**config.mk**
```make
export PLATFORM = sky130hd
export DESIGN_NAME = mem_arbiter
export DESIGN_NICKNAME = d
export VERILOG_FILES = /design/src/hdl/m6502_pkg.sv /design/src/hdl/mem_arbiter.sv
export SDC_FILE = /design/constraint.sdc
export NUM_CORES = 1
export LEC_CHECK = 0
export BUFFER_PORTS_ARGS = -buffer_cell sky130_fd_sc_hd__buf_2
export CAP_MARGIN = 20
export CELL_PAD_IN_SITES_DETAIL_PLACEMENT = 2
export CELL_PAD_IN_SITES_GLOBAL_PLACEMENT = 2
export CORE_ASPECT_RATIO = 1.2
export CORE_MARGIN = 2
export CORE_UTILIZATION = 10
export CTS_BUF_LIST = sky130_fd_sc_hd__clkbuf_4
export DETAILED_ROUTE_END_ITERATION = 12
export PLACE_DENSITY = 0.82
export SYNTH_ARGS = -nofsm -noshare
export SYNTH_HDL_FRONTEND = slang
export SYNTH_SLANG_ARGS = --single-unit
export TNS_END_PERCENT = 5
```
**constraint.sdc**
```tcl
create_clock -name clk -period 2.5 [get_ports clk]
set_clock_uncertainty 0.2 [all_clocks]
set_input_delay 0 -clock clk [delete_from_list [all_inputs] [get_ports clk]]
set_output_delay 0 -clock clk [all_outputs]
set_load 0.05 [all_outputs]
```
**src/hdl/m6502_pkg.sv**
```systemverilog
`default_nettype none

package m6502_pkg;

   localparam int ADDR_W = 16;
   localparam int DATA_W = 8;
   localparam logic [ADDR_W-1:0] RESET_VECTOR = 16'hFFFC;

   typedef enum logic [2:0] {
      OP_UPDATE,
      OP_OR,
      OP_AND,
      OP_EOR,
      OP_ADC,
      OP_CMP
   } alu_op_e;

   typedef enum logic [3:0] {
      MODE_IDLE,
      MODE_RESET,
      MODE_SINGLE,
      MODE_IMM,
      MODE_Z,
      MODE_Z_X,
      MODE_ABS,
      MODE_ABS_X,
      MODE_ABS_Y,
      MODE_IND_X,
      MODE_IND_Y
   } addr_mode_e;

   typedef enum logic [2:0] {ST_WAIT, ST_RESET, ST_FETCH, ST_EXEC, ST_EXEC_WAIT} cpu_state_e;

   // Address sequencer steps, each one waits for a returned byte
   typedef enum logic [3:0] {
      SEQ_IDLE, SEQ_VEC_LO, SEQ_VEC_HI, SEQ_OPND, SEQ_ABS_HI,
      SEQ_PTR_LO, SEQ_PTR_HI, SEQ_DATA, SEQ_WB, SEQ_STORE
   } seq_step_e;

   typedef enum logic [1:0] {DST_NONE, DST_A, DST_X, DST_Y} dest_e;

   typedef struct packed {
      logic n;
      logic v;
      logic z;
      logic c;
   } alu_flags_t;

   typedef struct packed {
      logic              valid;
      logic              we;
      logic [ADDR_W-1:0] addr;
      logic [DATA_W-1:0] wdata;
   } mem_req_t;

endpackage

`default_nettype wire
```
**src/hdl/mem_arbiter.sv**
```systemverilog
`default_nettype none

module mem_arbiter import m6502_pkg::*; (
   input  wire logic              clk,
   input  wire logic              reset_n,
   input  wire mem_req_t          host_req_i,
   input  wire mem_req_t          cpu_req_i,
   output logic                   cpu_ready_o,
   output mem_req_t               ram_req_o,
   input  wire logic [DATA_W-1:0] ram_rdata_i,
   output logic      [DATA_W-1:0] cpu_rdata_o,
   output logic      [DATA_W-1:0] host_rdata_o,
   output logic                   host_rvalid_o
);

   logic host_rd_q;
   logic cpu_rd_q;

   // Host always wins, the CPU just waits
   assign cpu_ready_o = !host_req_i.valid;
   assign ram_req_o   = host_req_i.valid ? host_req_i : cpu_req_i;

   always_ff @(posedge clk) begin
      if (!reset_n)
      begin
         host_rd_q <= 1'b0;
         cpu_rd_q  <= 1'b0;
      end
      else
      begin
         host_rd_q <= host_req_i.valid && !host_req_i.we;
         cpu_rd_q  <= !host_req_i.valid && cpu_req_i.valid && !cpu_req_i.we;
      end
   end

   assign host_rvalid_o = host_rd_q;
   assign host_rdata_o  = host_rd_q ? ram_rdata_i : '0;
   assign cpu_rdata_o   = cpu_rd_q ? ram_rdata_i : '0;

endmodule

`default_nettype wire

```
==> impl_metrics.ini, run 1 <==
[synth]
yosysMostFrequentCell = mux2_2
synthCells = 50
synth_ff_type = dfxtp_1
yosysSeqAreaShare_pct = 7.86
ys_ff_latch = 2
synth_cell_types = 11
yosys_warnings = 0
yosys.area.top_type_share_pct = 42.0
async_reset_ff_share_pct = 0
yosysTopAreaCell = mux2_2
synth.avg_cell_area_um2 = 10.2
synth-edff-count = 0
synth.top_cells.by_area = mux2_2 (42%), and2_1 (20%), mux2_4 (18%), dfxtp_1 (7.9%), buf_8 (2.9%)
synth_common_cells = mux2_2 (19), and2_1 (16), mux2_4 (6)
synth_nets = 112
syn_area_um2 = 509

[timing]
slew_violations = 0
post-route-period-util_pct = 60.7
timing.hold.ws_ns = 0.232
fmax_ghz = 0.659
grt_setup_unrepaired = false
finalHoldViolCount = 0
max_slew_margin_pct = 55.4
setup_viol = 0
fin_tns_setup_ns = 0
min_period_ns = 1.52
tightest_slew_ns = 0.669

[grt]
grt_max_degree = 30
grt_pass1_vias = 988
grt_pass1_wl_um = 4510
grt_util_all_layers_pct = 10.3
grt_overflow_total = 0
antenna_found_initial = 0

[clock_network]
cts_buffers = 3
cts_sinks = 2
htree_levels = 1
path_clk_slew_ns = 0.03
cts_root_buf = clkbuf_4
cts_tree = yes
cts_setup_buffers = 0
cts_buffer_depth = 2
ctsResizeCount = 0
ctsHoldBuffers = 4

[drt]
drc_errors = 0
wl_per_cell_um = 12.8
post_drt_via_cell_ratio = 3.98
first_pass_iters = 2
routed_wirelength_um = 2810
drtIter0Drc = 5
ant_nets = 0
vias = 871

[setup_path]
crit_path_max_fanout = 2
cpMaxStageDelayCell = dlygate4sd3_1
max_stage_delay_ns = 0.55
start_kind = input port
crit_chain = dlygate4sd3_1, buf_2, and4bb_2, dlygate4sd3_1
crit_type = in2reg
end_kind = register
cp_common_cell = dlygate4sd3_1
cp.required_ns = 2.41
critical_path_arrival_ns = 1.43

[final_layout]
drive_above_1_share_pct = 84.3
antenna_cells = 0
nNetsFinal = 223
area_delta_synth_final_pct = 124

[floorplanning]
rows = 28
die_x_um = 69.1
start_util_pct = 10.4
dieArea_um2 = 5680
pin_count = 106
fp.dieH_um = 82.2
core_area_um2 = 4900

[place]
gp_congestion = 0.692
port_buffers = 105
dpl.hpwl_um = 2520

[hold_path]
hold_path_depth = 3
hp-start = ram_rdata_i[6]
hold_class = in2out
min_to = host_rdata_o[6]

[pwr]
power.density_nw_per_um2 = 349
p_leak_nw = 0.678
peakVddDrop_mv = 0.0856

[flow_run]
drv_cap = 0

[status]
status = finished, final reports clean
## metrics by stage
step | area [µm²] | power [mW] | instances | util (%) | setup WS (ns)
CTS | 1140 | 0.403 | 219 | 23.2 | 0.994
detailed placement | 1080 | 0.324 | 212 | 21.9 | 1.12
finish | 1140 | 0.398 | 219 | 23.2 | 0.983
floorplan | 509 | 0.239 | 50 | - | 1.11
global placement | 1080 | 0.320 | 212 | 21.9 | 1.13
global route | 1140 | 0.423 | 219 | 23.2 | 0.961
## logic make-up after synthesis
family	count (synthesis)	synth area share [%]
buffers and inverters	4	7.37
DFF	2	7.86
muxes	25	59.7
and+or+nand+nor	19	25.1
## area by class of cell
type / count / area [µm²]
flip-flops and latches: 2 / 40.0
clock buffers: 3 / 22.5
well taps: 60 / 75.1
multi-input cells: 44 / 432
fillers: 601 / 3770
repair buffers: 109 / 566
inverters: 1 / 3.75
## registers in the layout, indices dropped and copies added, names as in the netlist
| signal | flops |
|---|---|
| cpu_rd_q | 1 |
| host_rvalid_o | 1 |
## metal layers
metal / global-route usage, % / vias up / wire, µm
met5: 0 / - / 0
met4: 4.71 / 0 / 48
met3: 5.46 / 5 / 540
met2: 21.2 / 109 / 1370
met1: 7.80 / 364 / 842
li1: - / 393 / -
## critical path, delay by kind of cell
family                 cells  cell delay (ns)
AND/OR/NAND/NOR            1             0.20
buffers and inverters      3             1.22
## where the power goes
part | leakage [nW] | switching (mW) | internal (mW)
clock network | 0.0138 | 0.0197 | 0.0530
logic | 0.648 | 0.190 | 0.0996
registers | 0.0164 | 0.00188 | 0.0333
total | 0.678 | 0.212 | 0.186
## placed cells by master (no fill, tap or decap)
master / synthesis / layout
mux2_2: 19 / 19
clkbuf_4: 0 / 3
and4bb_2: 1 / 1
inv_1: 1 / 1
mux2_4: 6 / 6
dfxtp_1: 2 / 2
buf_2: 0 / 105
and3b_1: 1 / 1
or2_1: 1 / 1
and2_1: 16 / 16
dlygate4sd3_1: 0 / 4
## worst max path at each step
stage                                        start             endpoint  slack, ns
after CTS                                  reset_n  cpu_rd_q$_SDFF_PN0_       0.99
after detailed placement            host_req_i[25]         ram_req_o[0]       1.12
after global placement              host_req_i[25]         ram_req_o[0]       1.13
after global routing                 cpu_req_i[25]  cpu_rd_q$_SDFF_PN0_       0.96
after floorplan           host_rvalid_o$_SDFF_PN0_      host_rdata_o[5]       1.11
final                                cpu_req_i[25]  cpu_rd_q$_SDFF_PN0_       0.98
Note: power is estimated with default switching activity, not from simulation.
==> run 2: changes to the inputs <==
PLACE_DENSITY = 0.85   (was 0.82)
clock period = 1.3 ns   (was 2.5 ns; I/O delays follow)
==> impl_metrics.ini, run 2 (synthesis gave the netlist of run 1 again) <==
[pwr]
peakVddDrop_mv = 0.193
power.density_nw_per_um2 = 655
p_leak_nw = 0.682

[timing]
grt_setup_unrepaired = true
max_slew_margin_pct = 82.4
post-route-period-util_pct = 96.9
fin_tns_setup_ns = 0
finalHoldViolCount = 0
fmax_ghz = 0.794
min_period_ns = 1.26
tightest_slew_ns = 0.266
setup_viol = 0
setup_ws_ns = 0.0406
slew_violations = 0

[clock_network]
cts_tree = yes
cts_buffer_depth = 2
cts_buffers = 3
path_clk_slew_ns = 0.03
cts_sinks = 2
cts_setup_buffers = 0
htree_levels = 1
cts_root_buf = clkbuf_4

[final_layout]
nNetsFinal = 224
stdcell_count = 220
antenna_cells = 0
layout_common_cells = buf_2 (99), mux2_2 (19), and2_1 (15), clkbuf_4 (7), mux2_4 (6)
drive_above_1_share_pct = 86.3
final_util_pct = 24.0
area_delta_synth_final_pct = 131
layout_commonest_cell = buf_2

[grt]
grt_overflow_total = 0
grt_pass1_vias = 924
grt_pass1_wl_um = 3930
antenna_found_initial = 0
grt_max_degree = 30
grt_util_all_layers_pct = 8.53

[setup_path]
start_kind = input port
crit_type = in2out
crit_chain = dlygate4sd3_1, buf_2, or2_1, buf_2
cp_common_cell = buf_2
end_kind = output pin
cp-startpoint = cpu_req_i[25]
critical_path_arrival_ns = 1.06
cp.buffers_inverters = 3
crit_path_max_fanout = 2
critPathTopFamily = buffers and inverters
cp.required_ns = 1.10
max_stage_delay_ns = 0.53
cpMaxStageDelayCell = dlygate4sd3_1

[place]
port_buffers = 105
place_inst = 213
gp_congestion = 0.661
preCtsSetupSlack_ns = 0.204
dpl.hpwl_um = 2330

[hold_path]
hold_class = in2reg
hp-start = host_req_i[25]

[drt]
post_drt_via_cell_ratio = 3.84
vias = 845
ant_nets = 0
drc_errors = 0
wl_per_cell_um = 11.7
drtIter0Drc = 1
first_pass_iters = 2
routed_wirelength_um = 2570

[floorplanning]
rows = 28
die_x_um = 69.1
dieArea_um2 = 5680
pin_count = 106
start_util_pct = 10.4
fp.dieH_um = 82.2
core_area_um2 = 4900

[status]
status = finished, final reports clean

[flow_run]
drv_cap = 0
-- run 2: cell count changes in the layout (fill, tap and decap cells not counted), sizes merged --
cell and delta:
buf -3, clkbuf +4
-- run 2: per-stage QoR --
| step | power [mW] | hold WS (ns) | instance area (µm²) |
|---|---|---|---|
| floorplan | 0.460 | -0.0360 | 510 |
| global placement | 0.621 | 0.0620 | 1100 |
| detailed placement | 0.632 | 0.0680 | 1100 |
| CTS | 0.783 | 0.0886 | 1160 |
| global route | 0.819 | 0.101 | 1180 |
| finish | 0.771 | 0.0926 | 1180 |
-- run 2: tightest hold or removal path: cells and delay by family --
kind	cells	cell delay (ns)
buffers and inverters	2	0.28
AND/OR/NAND/NOR	1	0.18
-- run 2: repair_timing --
item                       4_1_cts  5_1_grt
hold endpoints to repair         2        0
resized for setup                2        6
setup endpoints to repair        2       17
hold buffers                     4        0
cloned                           0        0
-- run 2: metal layers --
layer | up-vias | part of all wire [%] | GRT usage, %
met1 | 365 | 32 | 8.01
met3 | 0 | 14 | 2.79
met5 | - | 0 | 0
met2 | 85 | 54 | 18.0
met4 | 0 | 0 | 1.76
li1 | 395 | - | -
-- run 2: final cells by class --
cell class,instances,area [µm²]
clock buffer,3,22.5
inverter,1,3.75
multi-input combinational,44,433
fill,611,3730
tap,60,75.1
timing repair buffer,110,601
sequential,2,42.5
-- run 2: final timing paths --
kind,slack [ns],end,cells past startpoint
max,0.04,ram_req_o[25],4
min,0.09,host_rvalid_o$_SDFF_PN0_,3
-- run 2: power by group --
part           switching (mW)  total [mW]  internal [mW]
logic                   0.366       0.566          0.201
registers             0.00351      0.0679         0.0644
clock network          0.0346       0.137          0.102
total                   0.404       0.771          0.367
