<file path="src/hdl/m6502_pkg.sv">
`default_nettype none

package m6502_pkg;

   localparam int ADDR_W = 16;
   localparam int DATA_W = 8;
   localparam logic [ADDR_W-1:0] RESET_VECTOR = 16'hFFFC;

   typedef enum logic [2:0] {
      OP_UPDATE,
      OP_OR,
      OP_AND,
      OP_EOR,
      OP_ADC,
      OP_CMP
   } alu_op_e;

   typedef enum logic [3:0] {
      MODE_IDLE,
      MODE_RESET,
      MODE_SINGLE,
      MODE_IMM,
      MODE_Z,
      MODE_Z_X,
      MODE_ABS,
      MODE_ABS_X,
      MODE_ABS_Y,
      MODE_IND_X,
      MODE_IND_Y
   } addr_mode_e;

   typedef enum logic [2:0] {ST_WAIT, ST_RESET, ST_FETCH, ST_EXEC, ST_EXEC_WAIT} cpu_state_e;

   // Address sequencer steps, each one waits for a returned byte
   typedef enum logic [3:0] {
      SEQ_IDLE, SEQ_VEC_LO, SEQ_VEC_HI, SEQ_OPND, SEQ_ABS_HI,
      SEQ_PTR_LO, SEQ_PTR_HI, SEQ_DATA, SEQ_WB, SEQ_STORE
   } seq_step_e;

   typedef enum logic [1:0] {DST_NONE, DST_A, DST_X, DST_Y} dest_e;

   typedef struct packed {
      logic n;
      logic v;
      logic z;
      logic c;
   } alu_flags_t;

   typedef struct packed {
      logic              valid;
      logic              we;
      logic [ADDR_W-1:0] addr;
      logic [DATA_W-1:0] wdata;
   } mem_req_t;

endpackage

`default_nettype wire
</file>
<file path="src/hdl/m6502_cpu.sv">
`default_nettype none

module m6502_cpu import m6502_pkg::*; (
   input  wire logic              clk,
   input  wire logic              reset_n,
   input  wire logic              run_i,
   input  wire logic              ready_i,
   input  wire logic [DATA_W-1:0] rd_data_i,
   output mem_req_t               mem_req_o
);

   cpu_state_e        state;
   seq_step_e         step;
   logic [ADDR_W-1:0] pc;
   logic [DATA_W-1:0] ir, a, x, y, tmp, ptr;
   logic              done, rd_pend, stall;
   addr_mode_e        mode;
   alu_op_e           op;
   dest_e             dest;
   logic              is_store, is_branch, take;
   logic [1:0]        pc_len;
   logic [ADDR_W-1:0] pc_adv, ea;
   logic [DATA_W-1:0] idx, zp_sum, zp_ptr;
   mem_req_t          final_req;
   logic              alu_proceed;
   logic [DATA_W-1:0] alu_out;
   alu_flags_t        flags;

   function automatic mem_req_t rd_req(input logic [ADDR_W-1:0] addr);
      mem_req_t req;
      req.valid = 1'b1;
      req.we    = 1'b0;
      req.addr  = addr;
      req.wdata = '0;
      return req;
   endfunction

   // Opcode layout aaabbbcc
   always_comb begin
      mode      = MODE_SINGLE;
      op        = OP_UPDATE;
      dest      = DST_NONE;
      is_store  = 1'b0;
      is_branch = 1'b0;
      case (ir[1:0])
         2'b01:
            if (ir[7:5] != 3'b111)
            begin
               case (ir[4:2])
                  3'd0: mode = MODE_IND_X;
                  3'd1: mode = MODE_Z;
                  3'd2: mode = MODE_IMM;
                  3'd3: mode = MODE_ABS;
                  3'd4: mode = MODE_IND_Y;
                  3'd5: mode = MODE_Z_X;
                  3'd6: mode = MODE_ABS_Y;
                  default: mode = MODE_ABS_X;
               endcase
               dest = DST_A;
               case (ir[7:5])
                  3'b000: op = OP_OR;
                  3'b001: op = OP_AND;
                  3'b010: op = OP_EOR;
                  3'b011: op = OP_ADC;
                  3'b101: op = OP_UPDATE;   // LDA
                  3'b100:
                  begin
                     is_store = 1'b1;
                     dest     = DST_NONE;
                  end
                  default:
                  begin
                     op   = OP_CMP;
                     dest = DST_NONE;
                  end
               endcase
            end
         2'b00:
            if (ir[4:0] == 5'b10000)
            begin
               mode      = MODE_IMM;
               is_branch = 1'b1;
            end
            else if (ir == 8'hA0)
            begin
               mode = MODE_IMM;
               dest = DST_Y;
            end
         2'b10:
            if (ir == 8'hA2)
            begin
               mode = MODE_IMM;
               dest = DST_X;
            end
         default: ;
      endcase
      case (mode)
         MODE_SINGLE: pc_len = 2'd1;
         MODE_ABS, MODE_ABS_X, MODE_ABS_Y: pc_len = 2'd3;
         default: pc_len = 2'd2;
      endcase
   end

   // Flag picked by ir[7:6], compared against ir[5]
   always_comb begin
      case (ir[7:6])
         2'b00:   take = (flags.n == ir[5]);
         2'b01:   take = (flags.v == ir[5]);
         2'b10:   take = (flags.c == ir[5]);
         default: take = (flags.z == ir[5]);
      endcase
   end

   assign idx = (mode == MODE_Z_X || mode == MODE_ABS_X || mode == MODE_IND_X) ? x :
                (mode == MODE_ABS_Y || mode == MODE_IND_Y) ? y : 8'h00;
   assign zp_sum = rd_data_i + idx;   // Wraps inside page zero
   assign zp_ptr = (mode == MODE_IND_X) ? zp_sum : rd_data_i;
   assign ea     = (step == SEQ_OPND) ? {8'h00, zp_sum} :
                   {rd_data_i, tmp} + {8'h00, (mode == MODE_IND_X) ? 8'h00 : idx};
   assign pc_adv = pc + {14'd0, pc_len};
   assign stall  = mem_req_o.valid && !ready_i;

   always_comb begin
      final_req = rd_req(ea);
      if (is_store)
      begin
         final_req.we    = 1'b1;
         final_req.wdata = a;
      end
   end

   always_ff @(posedge clk) begin
      if (!reset_n)
         rd_pend <= 1'b0;
      else
         rd_pend <= mem_req_o.valid && ready_i && !mem_req_o.we;
   end

   always_ff @(posedge clk) begin
      if (!reset_n)
      begin
         state     <= ST_WAIT;
         step      <= SEQ_IDLE;
         mem_req_o <= '0;
         done      <= 1'b0;
      end
      else if (!stall)
      begin
         if (mem_req_o.valid)
            mem_req_o.valid <= 1'b0;   // Accepted this cycle
         case (state)
            ST_WAIT:
               if (run_i)
                  state <= ST_RESET;
            ST_RESET:
            begin
               a         <= '0;
               x         <= '0;
               y         <= '0;
               mem_req_o <= rd_req(RESET_VECTOR);
               step      <= SEQ_VEC_LO;
               state     <= ST_EXEC_WAIT;
            end
            ST_FETCH:
               if (rd_pend)
               begin
                  ir    <= rd_data_i;
                  state <= ST_EXEC;
               end
            ST_EXEC:
            begin
               if (mode == MODE_SINGLE)
               begin
                  pc   <= pc_adv;
                  done <= 1'b1;
               end
               else
               begin
                  mem_req_o <= rd_req(pc + 16'd1);
                  step      <= (mode == MODE_IMM) ? SEQ_DATA : SEQ_OPND;
               end
               state <= ST_EXEC_WAIT;
            end
            default:
               if (done)
               begin
                  done      <= 1'b0;
                  mem_req_o <= rd_req(pc);
                  state     <= ST_FETCH;
               end
         endcase
         case (step)
            SEQ_VEC_LO:
               if (rd_pend)
               begin
                  tmp       <= rd_data_i;
                  mem_req_o <= rd_req(RESET_VECTOR + 16'd1);
                  step      <= SEQ_VEC_HI;
               end
            SEQ_VEC_HI:
               if (rd_pend)
               begin
                  pc   <= {rd_data_i, tmp};
                  done <= 1'b1;
                  step <= SEQ_IDLE;
               end
            SEQ_OPND:
               if (rd_pend)
                  case (mode)
                     MODE_Z, MODE_Z_X:
                     begin
                        mem_req_o <= final_req;
                        step      <= is_store ? SEQ_STORE : SEQ_DATA;
                     end
                     MODE_IND_X, MODE_IND_Y:
                     begin
                        ptr       <= zp_ptr;
                        mem_req_o <= rd_req({8'h00, zp_ptr});
                        step      <= SEQ_PTR_LO;
                     end
                     default:
                     begin
                        tmp       <= rd_data_i;
                        mem_req_o <= rd_req(pc + 16'd2);
                        step      <= SEQ_ABS_HI;
                     end
                  endcase
            SEQ_PTR_LO:
               if (rd_pend)
               begin
                  tmp       <= rd_data_i;
                  mem_req_o <= rd_req({8'h00, ptr + 8'd1});
                  step      <= SEQ_PTR_HI;
               end
            SEQ_ABS_HI, SEQ_PTR_HI:
               if (rd_pend)
               begin
                  mem_req_o <= final_req;
                  step      <= is_store ? SEQ_STORE : SEQ_DATA;
               end
            SEQ_DATA:
               if (rd_pend && is_branch)
               begin
                  pc   <= pc + 16'd2 + (take ? {{8{rd_data_i[7]}}, rd_data_i} : 16'd0);
                  done <= 1'b1;
                  step <= SEQ_IDLE;
               end
               else if (rd_pend)
                  step <= SEQ_WB;   // ALU registers this cycle
            SEQ_WB:
            begin
               case (dest)
                  DST_A: a <= alu_out;
                  DST_X: x <= alu_out;
                  DST_Y: y <= alu_out;
                  default: ;
               endcase
               pc   <= pc_adv;
               done <= 1'b1;
               step <= SEQ_IDLE;
            end
            SEQ_STORE:
               if (mem_req_o.valid)
               begin
                  pc   <= pc_adv;
                  done <= 1'b1;
                  step <= SEQ_IDLE;
               end
            default: ;
         endcase
      end
   end

   assign alu_proceed = rd_pend && step == SEQ_DATA && !is_branch;

   m6502_alu u_alu (
      .clk       (clk),
      .reset_n   (reset_n),
      .proceed_i (alu_proceed),
      .op_i      (op),
      .in_a_i    ((op == OP_UPDATE) ? rd_data_i : a),
      .in_b_i    (rd_data_i),
      .out_o     (alu_out),
      .flags_o   (flags)
   );

endmodule

`default_nettype wire

</file>
<file path="src/hdl/m6502_alu.sv">
`default_nettype none

module m6502_alu import m6502_pkg::*; (
   input  wire logic              clk,
   input  wire logic              reset_n,
   input  wire logic              proceed_i,
   input  wire alu_op_e           op_i,
   input  wire logic [DATA_W-1:0] in_a_i,
   input  wire logic [DATA_W-1:0] in_b_i,
   output logic      [DATA_W-1:0] out_o,
   output alu_flags_t             flags_o
);

   logic [DATA_W-1:0] b_eff;
   logic              carry_in;
   logic [DATA_W:0]   sum;
   logic [DATA_W-1:0] result;
   logic              ovf;

   // CMP subtracts as a plus not b plus one
   assign b_eff    = (op_i == OP_CMP) ? ~in_b_i : in_b_i;
   assign carry_in = (op_i == OP_CMP) ? 1'b1 : flags_o.c;
   assign sum      = {1'b0, in_a_i} + {1'b0, b_eff} + {{DATA_W{1'b0}}, carry_in};
   assign ovf      = (in_a_i[7] == in_b_i[7]) && (sum[7] != in_a_i[7]);

   always_comb begin
      case (op_i)
         OP_OR:   result = in_a_i | in_b_i;
         OP_AND:  result = in_a_i & in_b_i;
         OP_EOR:  result = in_a_i ^ in_b_i;
         OP_ADC,
         OP_CMP:  result = sum[DATA_W-1:0];
         default: result = in_a_i;
      endcase
   end

   always_ff @(posedge clk) begin
      if (proceed_i && op_i != OP_CMP)
         out_o <= result;   // CMP keeps the last result
   end

   always_ff @(posedge clk) begin
      if (!reset_n)
         flags_o <= '0;
      else if (proceed_i)
      begin
         flags_o.n <= result[7];
         flags_o.z <= (result == '0);
         if (op_i == OP_ADC)
         begin
            flags_o.c <= sum[DATA_W];
            flags_o.v <= ovf;
         end
         else if (op_i == OP_CMP)
            flags_o.c <= sum[DATA_W];   // Set when a >= b
      end
   end

endmodule

`default_nettype wire

</file>
<file path="config.mk">
export PLATFORM = sky130hd
export DESIGN_NAME = m6502_cpu
export DESIGN_NICKNAME = d
export VERILOG_FILES = /design/src/hdl/m6502_pkg.sv /design/src/hdl/m6502_cpu.sv /design/src/hdl/m6502_alu.sv
export SDC_FILE = /design/constraint.sdc
export NUM_CORES = 1
export LEC_CHECK = 0
export BUFFER_PORTS_ARGS = -buffer_cell sky130_fd_sc_hd__buf_4
export CELL_PAD_IN_SITES_DETAIL_PLACEMENT = 0
export CELL_PAD_IN_SITES_GLOBAL_PLACEMENT = 1
export CORE_MARGIN = 8
export CORE_UTILIZATION = 44
export DETAILED_ROUTE_END_ITERATION = 8
export GPL_TIMING_DRIVEN = 0
export PLACE_DENSITY_LB_ADDON = 0.1
export SYNTH_ARGS = -nofsm -noshare
export SYNTH_HDL_FRONTEND = slang
export SYNTH_HIERARCHICAL = 1
export SYNTH_SLANG_ARGS = --single-unit
</file>
<file path="constraint.sdc">
create_clock -name clk -period 3.7 [get_ports clk]
set_input_delay 0.925 -clock clk [delete_from_list [all_inputs] [get_ports clk]]
set_output_delay 0.925 -clock clk [all_outputs]
set_load 0.01 [all_outputs]
</file>
==> metrics.txt <==
status=finished, violations left; failing checks=negative setup slack; total CTS buffers=9; Sequential Power Share=about two fifths; global-route wire length before repair=roughly 60 mm; number of distinct library cells after synthesis=96; synth top area cells=edfxtp_1 21%, dfxtp_1 7.6%, ha_1 7.2%; critical path endpoint category=register; sw frac=between 30% and 40%; via/cell ratio=around 6; die area=roughly 28000 um^2; Multi-input gate area=7440 um^2; core box area=23200 um^2; die width=169 um; Synth Area in Compound Gates=23.0%; fill cell count=2189; worst clock skew=roughly 0.02 ns; final wirelength=39.2 mm; Slew Viols, Final=0; Worst EP required=3.94 ns; fmax=265 MHz; CP peak stage delay=0.46 ns; hold violation total from the final report=0; multiplexer share of the synthesized area=3.03%; RePlAce Congestion=0.961; crit path DAT=4.01 ns; Hold WC Path Type=register to register; DRT Pass-1 Iters=7; slack of the critical path=-0.0707 ns; Clock transition at path regs=0.09 ns; layout cells sized above 1=20.7%; main combinational cell family by area after synthesis=simple AND/OR/NAND/NOR gates; internal cell power=between 2000 and 2500 uW; # IOs=38; Yosys reg bits=111; area leader, netlist=edfxtp_1; latest clock arrival within the worst-skew pair=0.39 ns; simple-gate share of the synthesized area=23.0%; Net Sw Power=1330 uW; Port Buf Inserts=37; Adder-Cell Fraction of Synth Area=8.36%; asr flop ratio synth=0%; main flop type after synthesis=edfxtp_1; kind of cell adding the most delay to the critical path=compound AO/OA/AOI/OAI gates; Power Density=around 300 nW/um^2; startpoint types=register; Post-Synthesis Cells=around 1300; Diodes inserted=0; Root Buffer=clkbuf_16; clock share of power=a little under a third; initial antenna violation count=0; clock sink total=111; Tightest Pin Transition=0.893 ns; hold buffers post-CTS=0; Setup CP Type=register to register; critical path, cell by cell=buf_6 -> inv_4 -> ha_4 -> o311a_4 -> a22o_1 -> and2_4 -> ha_4 -> buf_4 -> a211oi_2 -> nor2_1 -> o32a_1 -> a21oi_2 -> nor3b_2 -> xor2_1 -> a2111oi_4 -> a2111oi_2; dpl hpwl=between 20 and 30 mm; Rel. slew slack=about two fifths; Period minus WS final=roughly 3.8 ns; RSZ-0062 raised after global routing=true; Comb power frac=between 20% and 30%; max cap viols=0; overall routing resource usage=roughly 27%; largest net degree at the start of global routing=25; sequential-to-total area share from yosys stat=28.7%; Post-Synth XOR/XNOR Area=8.87%; Slowest-stage cell, CP=o311a_4; Final nets=1437; CTS tree=built; synthesized cell area=10300 um^2; Static Leakage=0.00472 uW; Starting Density=44.3%; Avg Inst Size Synth=slightly above 8 um^2; CP bufs+invs=3; Worst Path Max Fanout=8; Post-DRT Antenna Nets=0; Yosys top cell area share=21.1%; CTS H-tree depth=3; VDD IR-drop max=0.229 mV; Die Ht=169 um; yosys warns=6; Post-synth EDFFs=72; pre-CTS setup slack=-1.11 ns; gr ovfl total=0; drc violations=0; design area=~12000 um^2; Register Area=just under 3000 um^2; syn_nets=1328; Max Buffers Root-to-Sink=2; final setup violation count=4; vias in the first global route=9737; most used cell, CP=ha_4; DR iter-0 viols=964; vias post-DR=10300; Core Util, Final=a little over half; row cnt=between 50 and 60; Area growth, synth to finish=21.6%; placed instance area=11000 um^2; post-DR wirelength/cell=23.3 um; fin crit share=102%
## path summary, 6_finish.rpt
| check | cells past startpoint | startpoint | end | slack (ns) |
|---|---|---|---|---|
| min | 2 | u_alu/flags_o[1] | u_alu/flags_o[1] | 0.50 |
| max reg2reg | 16 | ir[2] | mem_req_o[23] | -0.07 |
| min reg2reg | 2 | u_alu/flags_o[1] | u_alu/flags_o[1] | 0.50 |
| max | 16 | ir[2] | mem_req_o[23] | -0.07 |
## worst min-delay path, delay by kind of cell, from the launching register on
family | cells | cell delay (ns)
AND/OR/NAND/NOR | 1 | 0.08
AO/OA/AOI/OAI | 1 | 0.06
flip-flops | 1 | 0.32
## metal layers
metal / track usage, % / wire length [um] / vias up
met5: 0 / 0 / -
met4: 13.1 / 1730 / 0
met3: 3.49 / 2730 / 90
met2: 44.4 / 18400 / 487
met1: 34.7 / 16300 / 4913
li1: - / - / 4816
## metrics by stage
step	cells	total power (uW)	hold WS (ns)	setup TNS (ns)
floorplan	1251	2160	0.456	-0.0529
global placement	1607	2490	0.479	-49.12
detailed placement	1609	2500	0.483	-19.25
CTS	1665	3630	0.495	-0.330
global route	1684	3800	0.531	-1.12
finish	1684	3660	0.500	-0.196
## cells in the mapped netlist, types with 25 or more instances
master,count
nand2b_1,25
nand2_1,154
clkbuf_1,46
nor3_1,29
edfxtp_1,72
a21oi_1,79
o21ai_0,83
dfxtp_1,39
nor2_1,101
nand3_1,48
xnor2_1,63
inv_1,39
ha_1,59
xor2_1,41
## state kept, by name (all words and copies together) (netlist names)
signal	flops
tmp	8
mem_req_o	26
ptr	8
ir	8
done	1
u_alu/flags_o	4
y	8
pc	16
step	4
state	3
u_alu/out_o	8
rd_pend	1
x	8
a	8
## timing repair
item / CTS / global route
hold endpoints to repair: 0 / 0
setup endpoints to repair: 45 / 32
setup buffers: 40 / 22
gates resized for setup: 113 / 37
pin swaps: 46 / 45
cloned: 1 / 0
## cell type report
class | count | area share [%]
tap | 319 | 3.20
buffer | 74 | 3.39
sequential | 111 | 23.6
multi-input combinational | 1020 | 59.6
clock buffer | 9 | 1.80
clock inverter | 7 | 0.752
timing repair buffer | 102 | 6.32
inverter | 42 | 1.31
## power by group through the flow
stage | clock network [uW] | registers (uW) | logic [uW]
2_1_floorplan | 0 | 1510 | 646
3_3_place_gp | 0 | 1530 | 963
3_5_place_dp | 0 | 1530 | 972
4_1_cts | 1100 | 1500 | 1030
5_1_grt | 1140 | 1510 | 1150
6_report | 1100 | 1510 | 1050
## cell usage in the layout, fill, tap and decap left out, types with 9 or more instances in the layout
| cell | netlist | final |
|---|---|---|
| a31oi_1 | 12 | 12 |
| ha_4 | 0 | 9 |
| nor2b_1 | 16 | 16 |
| a21oi_1 | 79 | 76 |
| o21ai_0 | 83 | 74 |
| and2_1 | 18 | 13 |
| mux2_2 | 9 | 9 |
| dfxtp_1 | 39 | 39 |
| o21ai_1 | 7 | 11 |
| clkbuf_16 | 0 | 9 |
| o211ai_1 | 12 | 12 |
| and3_1 | 16 | 13 |
| nand2_1 | 154 | 151 |
| xnor2_1 | 63 | 60 |
| a22oi_1 | 17 | 17 |
| buf_2 | 20 | 13 |
| buf_6 | 4 | 9 |
| mux2i_1 | 15 | 15 |
| xor2_1 | 41 | 40 |
| clkbuf_1 | 46 | 38 |
| nand2b_1 | 25 | 20 |
| a21o_1 | 11 | 11 |
| nor2_1 | 101 | 95 |
| inv_1 | 39 | 34 |
| nor3_1 | 29 | 26 |
| o221ai_1 | 13 | 11 |
| nand3_1 | 48 | 47 |
| buf_4 | 3 | 103 |
| ha_1 | 59 | 48 |
| edfxtp_1 | 72 | 72 |
| o21a_1 | 10 | 10 |
| a211oi_1 | 13 | 11 |
| nand4_1 | 10 | 10 |
## logic make-up after synthesis
| logic type | after synthesis |
|---|---|
| simple gates | 472 |
| compound gates | 352 |
| fa+ha+maj | 65 |
| flops | 111 |
| buf+inv | 120 |
| mux | 27 |
| xor+xnor | 104 |
No activity file was read; power rests on OpenSTA's default activity.
